==> src/rtl/rob_consts.svh <==
// reorder buffer constants
// buffer depth, physical register count and the index widths

`ifndef ROB_CONSTS_SVH
`define ROB_CONSTS_SVH

// entries in the buffer
// a power of two lets the pointers wrap on their own
`define ROB_DEPTH 16
`define ROB_IDX_W 4

// physical register file
`define NUM_PR    64
`define PR_IDX_W  6

// freed-entry count wide enough to hold ROB_DEPTH
`define CREDIT_W  5

`endif

==> src/rtl/rob_pkg.sv <==
// reorder buffer package
// index types and the packed structs passed between the buffer blocks

`include "rob_consts.svh"

package rob_pkg;

  typedef logic [`ROB_IDX_W-1:0] rob_idx_t;
  typedef logic [`PR_IDX_W-1:0]  preg_t;
  typedef logic [`CREDIT_W-1:0]  credit_t;

  // renamed instruction from the dispatcher
  typedef struct packed {
    logic  valid;
    preg_t t;
    preg_t t_old;
  } dispatch_t;

  // execution side reports an entry finished
  typedef struct packed {
    logic     valid;
    rob_idx_t rob_idx;
  } complete_t;

  // branch mispredict that squashes everything younger than branch_idx
  typedef struct packed {
    logic     valid;
    rob_idx_t branch_idx;
  } flush_t;

  // state held by one buffer slot
  typedef struct packed {
    logic  valid;
    logic  complete;
    preg_t t;
    preg_t t_old;
  } entry_t;

  // retiring instruction whose t_old goes back to the free list
  typedef struct packed {
    logic  valid;
    preg_t t;
    preg_t t_old;
  } retire_t;

endpackage

==> src/rtl/rob_alloc.sv <==
// reorder buffer allocator
// owns the tail pointer, picks the entry a dispatch writes and
// builds the squash mask and count on a branch mispredict

`timescale 1ns/10ps

`include "rob_consts.svh"

module rob_alloc (
  input  logic                                clock,
  input  logic                                reset,
  input  rob_pkg::dispatch_t                  dispatch,
  input  rob_pkg::flush_t                     flush,
  input  rob_pkg::entry_t [`ROB_DEPTH-1:0]    entries,
  output rob_pkg::rob_idx_t                   disp_idx,
  output logic [`ROB_DEPTH-1:0]               write_en,
  output rob_pkg::dispatch_t                  write_data,
  output logic [`ROB_DEPTH-1:0]               squash_mask,
  output rob_pkg::credit_t                    squash_count
);

  import rob_pkg::*;

  rob_idx_t tail;
  rob_idx_t tail_next;
  logic     flush_taken;
  logic     disp_accept;
  logic     branch_at_or_after_tail;

  // a flush only counts if the branch is still in the buffer
  assign flush_taken = flush.valid && entries[flush.branch_idx].valid;

  // dispatch in the same cycle as a taken flush is dropped
  assign disp_accept = dispatch.valid && !flush_taken;

  assign disp_idx   = tail;
  assign write_data = dispatch;

  always_comb begin
    write_en = '0;
    if (disp_accept) begin
      write_en[tail] = 1'b1;
    end
  end

  // branch index at or above the tail means the live range wraps
  assign branch_at_or_after_tail = flush.branch_idx >= tail;

  // entries strictly younger than the branch, up to the tail
  always_comb begin
    squash_mask = '0;
    if (flush_taken) begin
      for (int i = 0; i < `ROB_DEPTH; i++) begin
        if (branch_at_or_after_tail) begin
          // wrapped range below the tail or above the branch
          squash_mask[i] = (i < int'(tail)) || (i > int'(flush.branch_idx));
        end else begin
          squash_mask[i] = (i < int'(tail)) && (i > int'(flush.branch_idx));
        end
      end
    end
  end

  // live entries thrown away count toward the credit return
  always_comb begin
    squash_count = '0;
    for (int i = 0; i < `ROB_DEPTH; i++) begin
      if (squash_mask[i] && entries[i].valid) begin
        squash_count = squash_count + credit_t'(1);
      end
    end
  end

  always_comb begin
    tail_next = tail;
    if (flush_taken) begin
      // restart right after the branch
      tail_next = flush.branch_idx + rob_idx_t'(1);
    end else if (disp_accept) begin
      tail_next = tail + rob_idx_t'(1);
    end
  end

  always_ff @(posedge clock) begin
    if (reset) begin
      tail <= '0;
    end else begin
      tail <= tail_next;
    end
  end

endmodule

==> src/rtl/rob_entry.sv <==
// reorder buffer entry
// one slot with valid, complete and the new and old register tags

`timescale 1ns/10ps

`include "rob_consts.svh"

module rob_entry #(
  parameter rob_pkg::rob_idx_t entry_idx = '0
) (
  input  logic               clock,
  input  logic               reset,
  input  logic               write_en,
  input  rob_pkg::dispatch_t write_data,
  input  rob_pkg::complete_t complete,
  input  logic               squash,
  input  logic               free,
  output rob_pkg::entry_t    state
);

  import rob_pkg::*;

  logic  valid_q;
  logic  complete_q;
  preg_t t_q;
  preg_t t_old_q;
  logic  complete_hit;

  // only place where a completion index is matched
  assign complete_hit = complete.valid && (complete.rob_idx == entry_idx);

  always_ff @(posedge clock) begin
    if (reset) begin
      valid_q    <= 1'b0;
      complete_q <= 1'b0;
    end else if (write_en) begin
      valid_q    <= 1'b1;
      complete_q <= 1'b0;
    end else if (squash || free) begin
      valid_q    <= 1'b0;
      complete_q <= 1'b0;
    end else if (complete_hit && valid_q) begin
      complete_q <= 1'b1;
    end
  end

  // tags only change on a new dispatch
  always_ff @(posedge clock) begin
    if (write_en) begin
      t_q     <= write_data.t;
      t_old_q <= write_data.t_old;
    end
  end

  always_comb begin
    state.valid    = valid_q;
    state.complete = complete_q;
    state.t        = t_q;
    state.t_old    = t_old_q;
  end

endmodule

==> src/rtl/rob_retire.sv <==
// reorder buffer retire unit
// owns the head pointer, retires the oldest entry once it is complete
// and returns freed entries to the dispatcher as registered credit

`timescale 1ns/10ps

`include "rob_consts.svh"

module rob_retire (
  input  logic                             clock,
  input  logic                             reset,
  input  rob_pkg::entry_t [`ROB_DEPTH-1:0] entries,
  input  rob_pkg::credit_t                 squash_count,
  output logic [`ROB_DEPTH-1:0]            free_head,
  output rob_pkg::retire_t                 retire,
  output rob_pkg::credit_t                 credit
);

  import rob_pkg::*;

  rob_idx_t head;
  entry_t   head_entry;
  logic     do_retire;
  credit_t  credit_next;

  assign head_entry = entries[head];

  // head retires once it is finished
  assign do_retire = head_entry.valid && head_entry.complete;

  always_comb begin
    retire.valid = do_retire;
    retire.t     = head_entry.t;
    retire.t_old = head_entry.t_old;
  end

  // clear the retiring slot at this edge
  always_comb begin
    free_head = '0;
    if (do_retire) begin
      free_head[head] = 1'b1;
    end
  end

  // retires plus squashes of this cycle
  always_comb begin
    credit_next = squash_count;
    if (do_retire) begin
      credit_next = squash_count + credit_t'(1);
    end
  end

  always_ff @(posedge clock) begin
    if (reset) begin
      head   <= '0;
      credit <= '0;
    end else begin
      credit <= credit_next;
      if (do_retire) begin
        head <= head + rob_idx_t'(1);
      end
    end
  end

endmodule

==> src/rtl/rob_top.sv <==
// reorder buffer top level
// allocator, a row of identical entry slots and the retire unit

`timescale 1ns/10ps

`include "rob_consts.svh"

module rob_top (
  input  logic               clock,
  input  logic               reset,
  input  rob_pkg::dispatch_t dispatch,
  input  rob_pkg::complete_t complete,
  input  rob_pkg::flush_t    flush,
  output rob_pkg::rob_idx_t  disp_idx,
  output rob_pkg::retire_t   retire,
  output rob_pkg::credit_t   credit
);

  import rob_pkg::*;

  logic [`ROB_DEPTH-1:0]   write_en;
  dispatch_t               write_data;
  logic [`ROB_DEPTH-1:0]   squash_mask;
  credit_t                 squash_count;
  logic [`ROB_DEPTH-1:0]   free_head;
  entry_t [`ROB_DEPTH-1:0] entries;

  rob_alloc u_rob_alloc (
    .clock        (clock),
    .reset        (reset),
    .dispatch     (dispatch),
    .flush        (flush),
    .entries      (entries),
    .disp_idx     (disp_idx),
    .write_en     (write_en),
    .write_data   (write_data),
    .squash_mask  (squash_mask),
    .squash_count (squash_count)
  );

  // each slot knows its own index for completion matching
  for (genvar i = 0; i < `ROB_DEPTH; i++) begin : g_entry
    rob_entry #(
      .entry_idx (rob_idx_t'(i))
    ) u_rob_entry (
      .clock      (clock),
      .reset      (reset),
      .write_en   (write_en[i]),
      .write_data (write_data),
      .complete   (complete),
      .squash     (squash_mask[i]),
      .free       (free_head[i]),
      .state      (entries[i])
    );
  end

  rob_retire u_rob_retire (
    .clock        (clock),
    .reset        (reset),
    .entries      (entries),
    .squash_count (squash_count),
    .free_head    (free_head),
    .retire       (retire),
    .credit       (credit)
  );

endmodule

==> config.mk <==
export PLATFORM = sky130hd
export DESIGN_NAME = rob_top
export DESIGN_NICKNAME = d
export VERILOG_FILES = /design/src/rtl/rob_pkg.sv /design/src/rtl/rob_alloc.sv /design/src/rtl/rob_entry.sv /design/src/rtl/rob_retire.sv /design/src/rtl/rob_top.sv
export VERILOG_INCLUDE_DIRS = /design/src /design/src/rtl
export SDC_FILE = /design/constraint.sdc
export NUM_CORES = 1
export LEC_CHECK = 0
export BUFFER_PORTS_ARGS = -buffer_cell sky130_fd_sc_hd__clkbuf_2
export CORE_MARGIN = 10
export CORE_UTILIZATION = 43
export DETAILED_ROUTE_END_ITERATION = 10
export GPL_TIMING_DRIVEN = 0
export HOLD_SLACK_MARGIN = 0.05
export SKIP_CTS_REPAIR_TIMING = 1
export SLEW_MARGIN = 20
export SYNTH_ARGS = -nofsm -noshare
export SYNTH_HDL_FRONTEND = slang
export SYNTH_SLANG_ARGS = --single-unit
==> constraint.sdc <==
create_clock -name clock -period 40.5 [get_ports clock]
set_clock_uncertainty 0.05 [all_clocks]
set_input_delay 6.075 -clock clock [delete_from_list [all_inputs] [get_ports clock]]
set_output_delay 6.075 -clock clock [all_outputs]
set_load 0.05 [all_outputs]
; ---- After elaboration in Yosys (flattened, before gate mapping)
; Cells that the tools add are included.
[classes]
reduce_logical = 132
n_addsub = 19
eq_ne = 15
order_cmp = 36
n_mux = 78
[ops]
columns = operator, count
row1 = 14-bit binary-select mux with 4-bit select, 2
row2 = 5-bit 2-to-1 mux, 16
row3 = "5-bit by 1-bit adder with 5-bit output, second input constant", 15
row4 = 1-bit logical AND, 67
row5 = 1-bit 2-to-1 mux, 51
row6 = 16-bit 2-to-1 mux, 3
row7 = 3-bit OR reduction, 16
row8 = 2-bit nonzero test, 17
row9 = "4-bit equality test, second input constant", 8
row10 = "4-bit greater-than comparator, first input constant", 8
row11 = 1-bit logical OR, 30
row12 = "4-bit less-than comparator, first input constant", 7
row13 = 14-bit 2-to-1 mux, 2
row14 = "4-bit by 3-bit equality test with 1-bit output, second input constant", 4
row15 = "3-bit by 4-bit greater-than comparator with 1-bit output, first input constant", 4
row16 = "3-bit by 4-bit less-than comparator with 1-bit output, first input constant", 4
row17 = "4-bit by 5-bit less-than comparator with 1-bit output, second input constant", 3
row18 = "4-bit by 1-bit adder with 4-bit output, second input constant", 3
row19 = 1-bit demux with 4-bit select, 2
row20 = "4-bit by 2-bit equality test with 1-bit output, second input constant", 2
row21 = "4-bit by 1-bit greater-or-equal comparator with 1-bit output, second input constant", 2
row22 = "2-bit by 4-bit greater-than comparator with 1-bit output, first input constant", 2
row23 = "1-bit by 4-bit less-than comparator with 1-bit output, first input constant", 2
row24 = "2-bit by 4-bit less-than comparator with 1-bit output, first input constant", 2
row25 = other kinds (7), 8
[totals]
out_inout_bits = 22
input_bits = 25
reg_bits = 237

; ---- Logic depth before layout (Yosys ltp)
; Gate-level depths: netlist (run 1).
[depth]
ltp_word = 38
mapped_depth = 66
depth_no_buf = 60

; ---- Hierarchy
; Synthesis (run 1) repeated with hierarchy kept, for this count alone.
[hier_totals]
hier_cells = 1033
hier_area_um2 = 13290.2
[modules_own_cells]
columns = module, seq_area_each_um2, n_inst, cells_per_inst, area_per_inst_um2
row1 = rob_entry at g_entry[10].u_rob_entry ..., 400.4, 8, 22, 459.2
row2 = rob_alloc, 80.1, 1, 507, 3634.7
row3 = rob_retire, 180.2, 1, 171, 2298.5
row4 = rob_entry at g_entry[1].u_rob_entry ..., 400.4, 4, 22, 464.2
row5 = rob_entry at g_entry[15].u_rob_entry, 400.4, 1, 22, 457.9
row6 = rob_entry at g_entry[3].u_rob_entry, 400.4, 1, 23, 457.9
row7 = rob_entry at g_entry[0].u_rob_entry, 400.4, 1, 22, 455.4
row8 = rob_entry at g_entry[12].u_rob_entry, 400.4, 1, 24, 455.4

; ---- Least setup slack after synthesis (run 1)
; OpenSTA, ideal clock, no wires.
[synth_path]
path_kind = in2reg
startpoint = input flush[0] (netlist name)
endpoint = register u_rob_retire.credit[4]
arrival_time_ns = 17.201
setup_time_ns = 0.123
cell_stages = 65
slack_ns = 23.125
path_cell_list = buf_6 > mux4_2 > a32oi_1 > nor2b_1 > buf_4 > buf_2 > clkbuf_1 > clkbuf_1 > nor2_1 > nand2_1 > inv_1 > ha_1 > clkbuf_1 > clkbuf_1 > xnor2_1 > ha_1 > nand2_1 > a21oi_1 > [... 29 more ...] > nand2_1 > o21ai_0 > ha_1 > xnor3_1 > o32a_1 > o311ai_2 > inv_2 > ha_1 > mux2_2 > ha_1 > and2_1 > buf_1 > nor2_1 > o211ai_1 > o311ai_1 > nor4_1 > o21ba_1 > mux2_1
[synth_via]
elab_chain_len = 38
[synth_rtl]
columns = item, line_no
row1 = "start, declared", rob_top.sv:13  ; input rob_pkg::flush_t flush,
row2 = 14-bit binary-select mux with 4-bit select, rob_alloc.sv:31  ; assign flush_taken = flush.valid && entries[flush.branch_idx].valid;
row3 = 14-bit 2-to-1 mux (not written as such), rob_alloc.sv:31
row4 = 1-bit logical AND, rob_alloc.sv:31
row5 = 16-bit 2-to-1 mux (*), rob_alloc.sv:52  ; if (flush_taken) begin
row6 = 1-bit logical AND, rob_alloc.sv:68  ; if (squash_mask[i] && entries[i].valid) begin
row7 = 1-bit 2-to-1 mux, rob_alloc.sv:68
row8 = 1-bit by 1-bit adder with 2-bit output, rob_alloc.sv:69  ; squash_count = squash_count + credit_t'(1);
row9 = 5-bit 2-to-1 mux, rob_alloc.sv:68
row10 = [... 22 more ...], n/a
row11 = 5-bit by 1-bit adder with 5-bit output, rob_alloc.sv:69
row12 = 5-bit 2-to-1 mux, rob_alloc.sv:68
row13 = 5-bit by 1-bit adder with 5-bit output, rob_alloc.sv:69
row14 = 5-bit 2-to-1 mux, rob_alloc.sv:68
row15 = 5-bit by 1-bit adder with 5-bit output, rob_alloc.sv:69
row16 = 5-bit 2-to-1 mux (*), rob_alloc.sv:68
row17 = 5-bit by 1-bit adder with 5-bit output, rob_retire.sv:49  ; credit_next = squash_count + credit_t'(1);
row18 = 5-bit 2-to-1 mux (*), rob_retire.sv:48  ; if (do_retire) begin
row19 = "end signal, assigned", rob_retire.sv:58  ; credit <= credit_next;
row20 = "end, declared", rob_retire.sv:16  ; output rob_pkg::credit_t credit
; Every way passes the cells marked *; elsewhere a longest branch is shown, timed or not. The select of a mux whose other input is x is not followed.
; A chain may end at the register's enable or synchronous reset.

; ---- Worst setup path in the final report (run 1)
[layout_path]
startpoint = input flush[1] (netlist name)
endpoint = register u_rob_retire.credit[4]
; Same word-level chain as after synthesis.

==> results of run 1 <==
[state kept, by name, indices dropped and copies added (netlist names)]
name and flops:
g_entry.u_rob_entry.valid_q 16, g_entry.u_rob_entry.complete_q 16, u_rob_alloc.disp_idx 4, g_entry.u_rob_entry.t_old_q 96, u_rob_retire.credit 5, u_rob_retire.head 4
g_entry.u_rob_entry.t_q 96
[cells by family (layout without fill, tap and decap cells)]
| kind of cell | Yosys count | in the layout | synth area share |
|---|---|---|---|
| adder cells (fa/ha/maj) | 34 | 34 | 0.0315 |
| other | 0 | 1 | 0 |
| buffers and inverters | 91 | 194 | 0.0311 |
| flip-flops | 237 | 237 | 0.518 |
| AO/OA/AOI/OAI | 206 | 206 | 0.113 |
| AND/OR/NAND/NOR | 332 | 332 | 0.128 |
| XOR/XNOR | 59 | 59 | 0.0559 |
| multiplexers | 75 | 75 | 0.123 |
[worst max path at each step]
stage	start	end	slack (ns)	depth (start not counted)
floorplan	flush[0]	u_rob_retire.credit[4]	23.13	65
global placement	flush[1]	u_rob_retire.credit[4]	20.71	66
detailed placement	flush[1]	u_rob_retire.credit[4]	20.70	66
CTS	flush[1]	u_rob_retire.credit[4]	21.22	66
global route	flush[1]	u_rob_retire.credit[4]	19.89	66
finish	flush[1]	u_rob_retire.credit[4]	21.10	66
[worst reg2reg max path: cells and delay by family, from the launching register on]
kind | cells | cell delay (ns)
compound gates | 16 | 2.94
xor+xnor | 6 | 1.21
simple gates | 18 | 2.59
mux | 4 | 1.36
buf+inv | 11 | 2.78
flops | 1 | 0.39
fa+ha+maj | 9 | 2.49
[layout by cell type, fill, tap and decap left out, types with 9 or more instances in the layout]
| master | instances |
|---|---|
| a21oi_1 | 41 |
| a31oi_1 | 31 |
| and2_1 | 12 |
| and3_1 | 13 |
| buf_2 | 15 |
| buf_6 | 13 |
| clkbuf_1 | 36 |
| clkbuf_16 | 24 |
| clkbuf_2 | 47 |
| dfxtp_1 | 45 |
| edfxtp_1 | 192 |
| ha_1 | 26 |
| inv_1 | 23 |
| mux4_2 | 65 |
| nand2_1 | 86 |
| nand3_1 | 30 |
| nand4_1 | 9 |
| nor2_1 | 81 |
| nor2_2 | 14 |
| nor3_1 | 21 |
| nor4_1 | 10 |
| nor4b_1 | 10 |
| o211ai_1 | 12 |
| o21ai_0 | 31 |
| xnor2_1 | 34 |
| xor2_1 | 10 |
[final cells by class]
cell class,count,area [um^2],share of cell area
sequential,237,6670,0.456
inverter,28,105,0.00720
multi-input combinational,706,5850,0.401
clock buffer,32,653,0.0447
buffer,63,299,0.0205
clock inverter,9,95.1,0.00651
timing repair buffer,62,444,0.0304
tap,390,488,0.0334
antenna,1,2.50,0.000171
[layer usage]
metal	track usage	share of wire	wire, um	vias to the layer above
met5	0	0	0	-
met4	0.0488	0.022	743	0
met3	0.0241	0.064	2220	56
met2	0.300	0.47	16100	350
met1	0.259	0.45	15400	4551
li1	-	-	-	4183
[power by group through the flow]
| stage | sequential (uW) | combinational [uW] | clock [uW] |
|---|---|---|---|
| 2_1_floorplan | 274 | 21.8 | 0 |
| 3_3_place_gp | 274 | 35.1 | 0 |
| 3_5_place_dp | 274 | 37.1 | 0 |
| 4_1_cts | 268 | 37.1 | 214 |
| 5_1_grt | 269 | 39.8 | 224 |
| 6_report | 269 | 37.3 | 210 |
[metrics by stage]
| stage | instance area [um^2] | hold slack [ns] |
|---|---|---|
| final | 14600 | 0.490 |
| after global routing | 14600 | 0.517 |
| after CTS | 14600 | 0.487 |
| after detailed placement | 13900 | 0.473 |
| after global placement | 13600 | 0.474 |
| after floorplan | 12900 | 0.457 |
==> qor.csv, run 1 <==
metric;value;unit
run_status;complete, no violations;
dp_slack;20.70;ns
drive_gt1_frac;0.215;
fin_util;0.494;
row_count;63;
p_total;516;uW
crit_arrival;19.74;ns
yosysSeqAreaShare;0.518;
dieArea;37200;um^2
coreArea;29600;um^2
root_buffer;clkbuf_16;
timing.rr.start;g_entry[3].u_rob_entry.valid_q;
fin_crit;19.40;ns
hold_path_class;flop to flop;
fmax;51.6;MHz
instances_no_fill;1528;
hold_viol;0;
finalWeightedCongestion;0.924;
crit_slowest_cell;mux4_2;
syn-num-nets;1085;
setup_slack;21.10;ns
vias;9140;
dp_cells;1486;
fillerInstances;2607;
tritoncts;built;
antenna_found_initial;0;
area_growth;13.5;%
syn_inst;1034;
num-nets-final;1173;
critical_path.top_delay_family;buffers and inverters;
yosys_warnings;0;
ys.flop_type;edfxtp_1;
slew_viol_final;0;
fin_crit_sh;0.479;
whs_endpoint;g_entry[6].u_rob_entry.complete_q;
timing.rr.end;u_rob_retire.credit[4];
io_pins;47;
synth_area;12900;um^2
hp-start;g_entry[6].u_rob_entry.complete_q;
vdd_drop_max;0.0276;mV
crit_type;input port to flop;
synth_most_common_cell;edfxtp_1;
slowest_delay;0.56;ns
switching_power;118;uW
r2r_cells;64;
path_buf_inv;13;
setup.worst_path.end_class;flop;
async_flop_share;0;
ys_ff_latch;237;
yosys.cell_types.count;93;
maxSlewHeadroom;0.291;
clockBufferDepth;3;
p_seq_frac;0.520;
worstHoldPathCells;2;
power.density;35.3;nW/um^2
netlist.area_leader.share;0.448;
initial_core_util;0.435;
r2r_setup_slack;26.57;ns
path_max_fanout;10;
grt.overflow.total;0;
avgSynthCellArea;12.4;um^2
grt_usage;0.185;
yosysTopAreaCell;edfxtp_1;
synth.area.top_cells;edfxtp_1 45%, mux4_2 11%, dfxtp_1 7.0%, nor2_1 2.7%, ha_1 2.5%;
path_clk_slew;0.06;ns
die_w;193;um
htreeDepth;1;
drtIter0Drc;780;
grt_pass1_vias;9113;
p_sw_frac;0.229;
io_buffers;43;
fp.dieH;193;um
dp_hpwl;25100;um
synth_edf_count;192;
comb_power_share;0.072;
rsz0062_at_grt;false;
drc;0;
wl_per_cell;22.6;um
clkPwrFrac;0.407;
setup_viol_count_final;0;
synth_top_cells_by_count;192 x edfxtp_1, 94 x nor2_1, 86 x nand2_1;
cts_buffers;24;
drt_pass1_iterations;7;
grt_max_degree;17;
cp.required;40.85;ns
maxCapViolations;0;
grt_pass1_wl;53400;um
internal_power;398;uW
avgViaCountPerCell;5.98;
clock_latency;0.52;ns
leakage;0.00487;uW
clock-sinks;237;
start_kind;input port;
ant_nets;0;
tightest_slew;1.06;ns
cp_common_cell;ha_1;
wl;34500;um
setup-tns-final;0;ns
Power figures use the tool's default switching activity.
==> inputs of run 2 (changes only) <==
clock period = 17 ns   (was 40.5 ns; I/O delays follow)
==> qor.csv, run 2 (synthesized netlist as in run 1, its figures left out) <==
metric;value;unit;change
run_status;complete, no violations;;
hold_viol;0;;unchanged
vdd_drop_max;0.0657;mV;+140%
grt_usage;0.185;;unchanged
crit_type;input port to flop;;
die_w;193;um;unchanged
finalWeightedCongestion;0.924;;unchanged
p_seq_frac;0.520;;about the same
antenna_found_initial;0;;unchanged
fin_util;0.494;;about the same
mostFrequentLayoutCell;edfxtp_1;;
slowest_delay;0.56;ns;about the same
grt_max_degree;17;;unchanged
maxSlewHeadroom;0.291;;unchanged
avgViaCountPerCell;5.98;;about the same
layout_common_cells;192 x edfxtp_1, 86 x nand2_1, 81 x nor2_1;;
grt_use_met1;0.259;;unchanged
switching_power;281;uW;+140%
num-nets-final;1173;;unchanged
internal_power;948;uW;+140%
p_total;1230;uW;+140%
hold_path_class;flop to flop;;
clockBufferDepth;3;;unchanged
clock_latency;0.52;ns;about the same
root_buffer;clkbuf_16;;
slew_viol_final;0;;unchanged
path_max_fanout;10;;unchanged
area_growth;13.5;%;about the same
tightest_slew;1.06;ns;unchanged
dp_slack;0.729;ns;-19.98 ns
drc;0;;unchanged
cts_buffers;24;;unchanged
clock-sinks;237;;unchanged
io_buffers;43;;unchanged
maxCapViolations;0;;unchanged
rsz0062_at_grt;false;;
drtIter0Drc;772;;-1.0%
grt_pass1_vias;9113;;unchanged
power.density;84.2;nW/um^2;+140%
grtUsageMet3;0.0241;;unchanged
drt_pass1_iterations;5;;-2
holdWs;0.490;ns;+0.0000150 ns
tritoncts;built;;
setup.worst_path.end_class;flop;;
initial_core_util;0.435;;unchanged
top_usage_layer;met2;;
fmax;63.8;MHz;
cp.required;17.35;ns;-23.50 ns
wl_per_cell;22.6;um;about the same
path_clk_slew;0.06;ns;about the same
grt.overflow.total;0;;unchanged
fillerInstances;2606;;-0.038%
crit_slowest_cell;mux4_2;;
wl;34500;um;about the same
vias;9134;;-0.066%
setup_slack;1.33;ns;-19.78 ns
drive_gt1_frac;0.215;;+0.000880
fp.dieH;193;um;unchanged
p_sw_frac;0.229;;about the same
ant_nets;0;;unchanged
row_count;63;;unchanged
setup_viol_count_final;0;;unchanged
leakage;0.00488;uW;about the same
start_kind;input port;;
coreArea;29600;um^2;unchanged
fin_crit;15.67;ns;
dp_hpwl;25100;um;unchanged
cp_common_cell;ha_1;;
setup-tns-final;0;ns;unchanged
comb_power_share;0.072;;about the same
fin_crit_sh;0.922;;
io_pins;47;;unchanged
largestRegisters;g_entry.u_rob_entry.t_old_q: 96 flops, g_entry.u_rob_entry.t_q: 96 flops;;
clkPwrFrac;0.407;;about the same
met2_usage;0.300;;unchanged
grt_pass1_wl;53400;um;unchanged
crit_arrival;16.02;ns;-3.72 ns
dieArea;37200;um^2;unchanged
htreeDepth;1;;unchanged
## run 2: cell counts in the layout (fill, tap and decap cells not counted)
No cell type changed its count.
## run 2: power by group through the flow
stage               clock network (uW)  logic [uW]  registers (uW)
floorplan                            0        52.0             654
global placement                     0        83.7             652
detailed placement                   0        88.3             652
CTS                                509        88.5             640
global route                       532        94.7             640
finish                             501        88.9             640
## run 2: per-stage QoR
step                      instance area [um^2]  cells
after floorplan                          12900   1034
after global placement                   13600   1467
after detailed placement                 13900   1486
after CTS                                14600   1527
after global routing                     14600   1527
final                                    14600   1528
## run 2: metal layers
metal  part of all wire  vias to the layer above
li1                   -                     4183
met1               0.44                     4542
met2               0.47                      353
met3              0.065                       56
met4              0.022                        0
met5                  0                        -
## run 2: worst max-delay path, delay by kind of cell
family	cells	cell delay (ns)
AND/OR/NAND/NOR	18	2.57
adder cells (fa/ha/maj)	9	2.48
XOR/XNOR	6	1.18
buffers and inverters	13	2.88
multiplexers	4	1.39
AO/OA/AOI/OAI	16	2.92
## run 2: final cells by class
class / instances / area [um^2] / area share
sequential: 237 / 6670 / 0.456
multi-input combinational: 706 / 5850 / 0.401
clock buffer: 32 / 653 / 0.0447
tap: 390 / 488 / 0.0334
timing repair buffer: 62 / 444 / 0.0304
buffer: 63 / 300 / 0.0206
inverter: 28 / 105 / 0.00720
clock inverter: 9 / 95.1 / 0.00651
antenna: 1 / 2.50 / 0.000171
## run 2: final timing paths
path / from / to / slack, ns / cells past startpoint
worst min-delay path: g_entry[6].u_rob_entry.complete_q / g_entry[6].u_rob_entry.complete_q / 0.49 / 2
worst min register to register: g_entry[6].u_rob_entry.complete_q / g_entry[6].u_rob_entry.complete_q / 0.49 / 2
worst max-delay path: flush[1] / u_rob_retire.credit[4] / 1.33 / 66
worst max register to register: g_entry[3].u_rob_entry.valid_q / u_rob_retire.credit[4] / 3.27 / 64
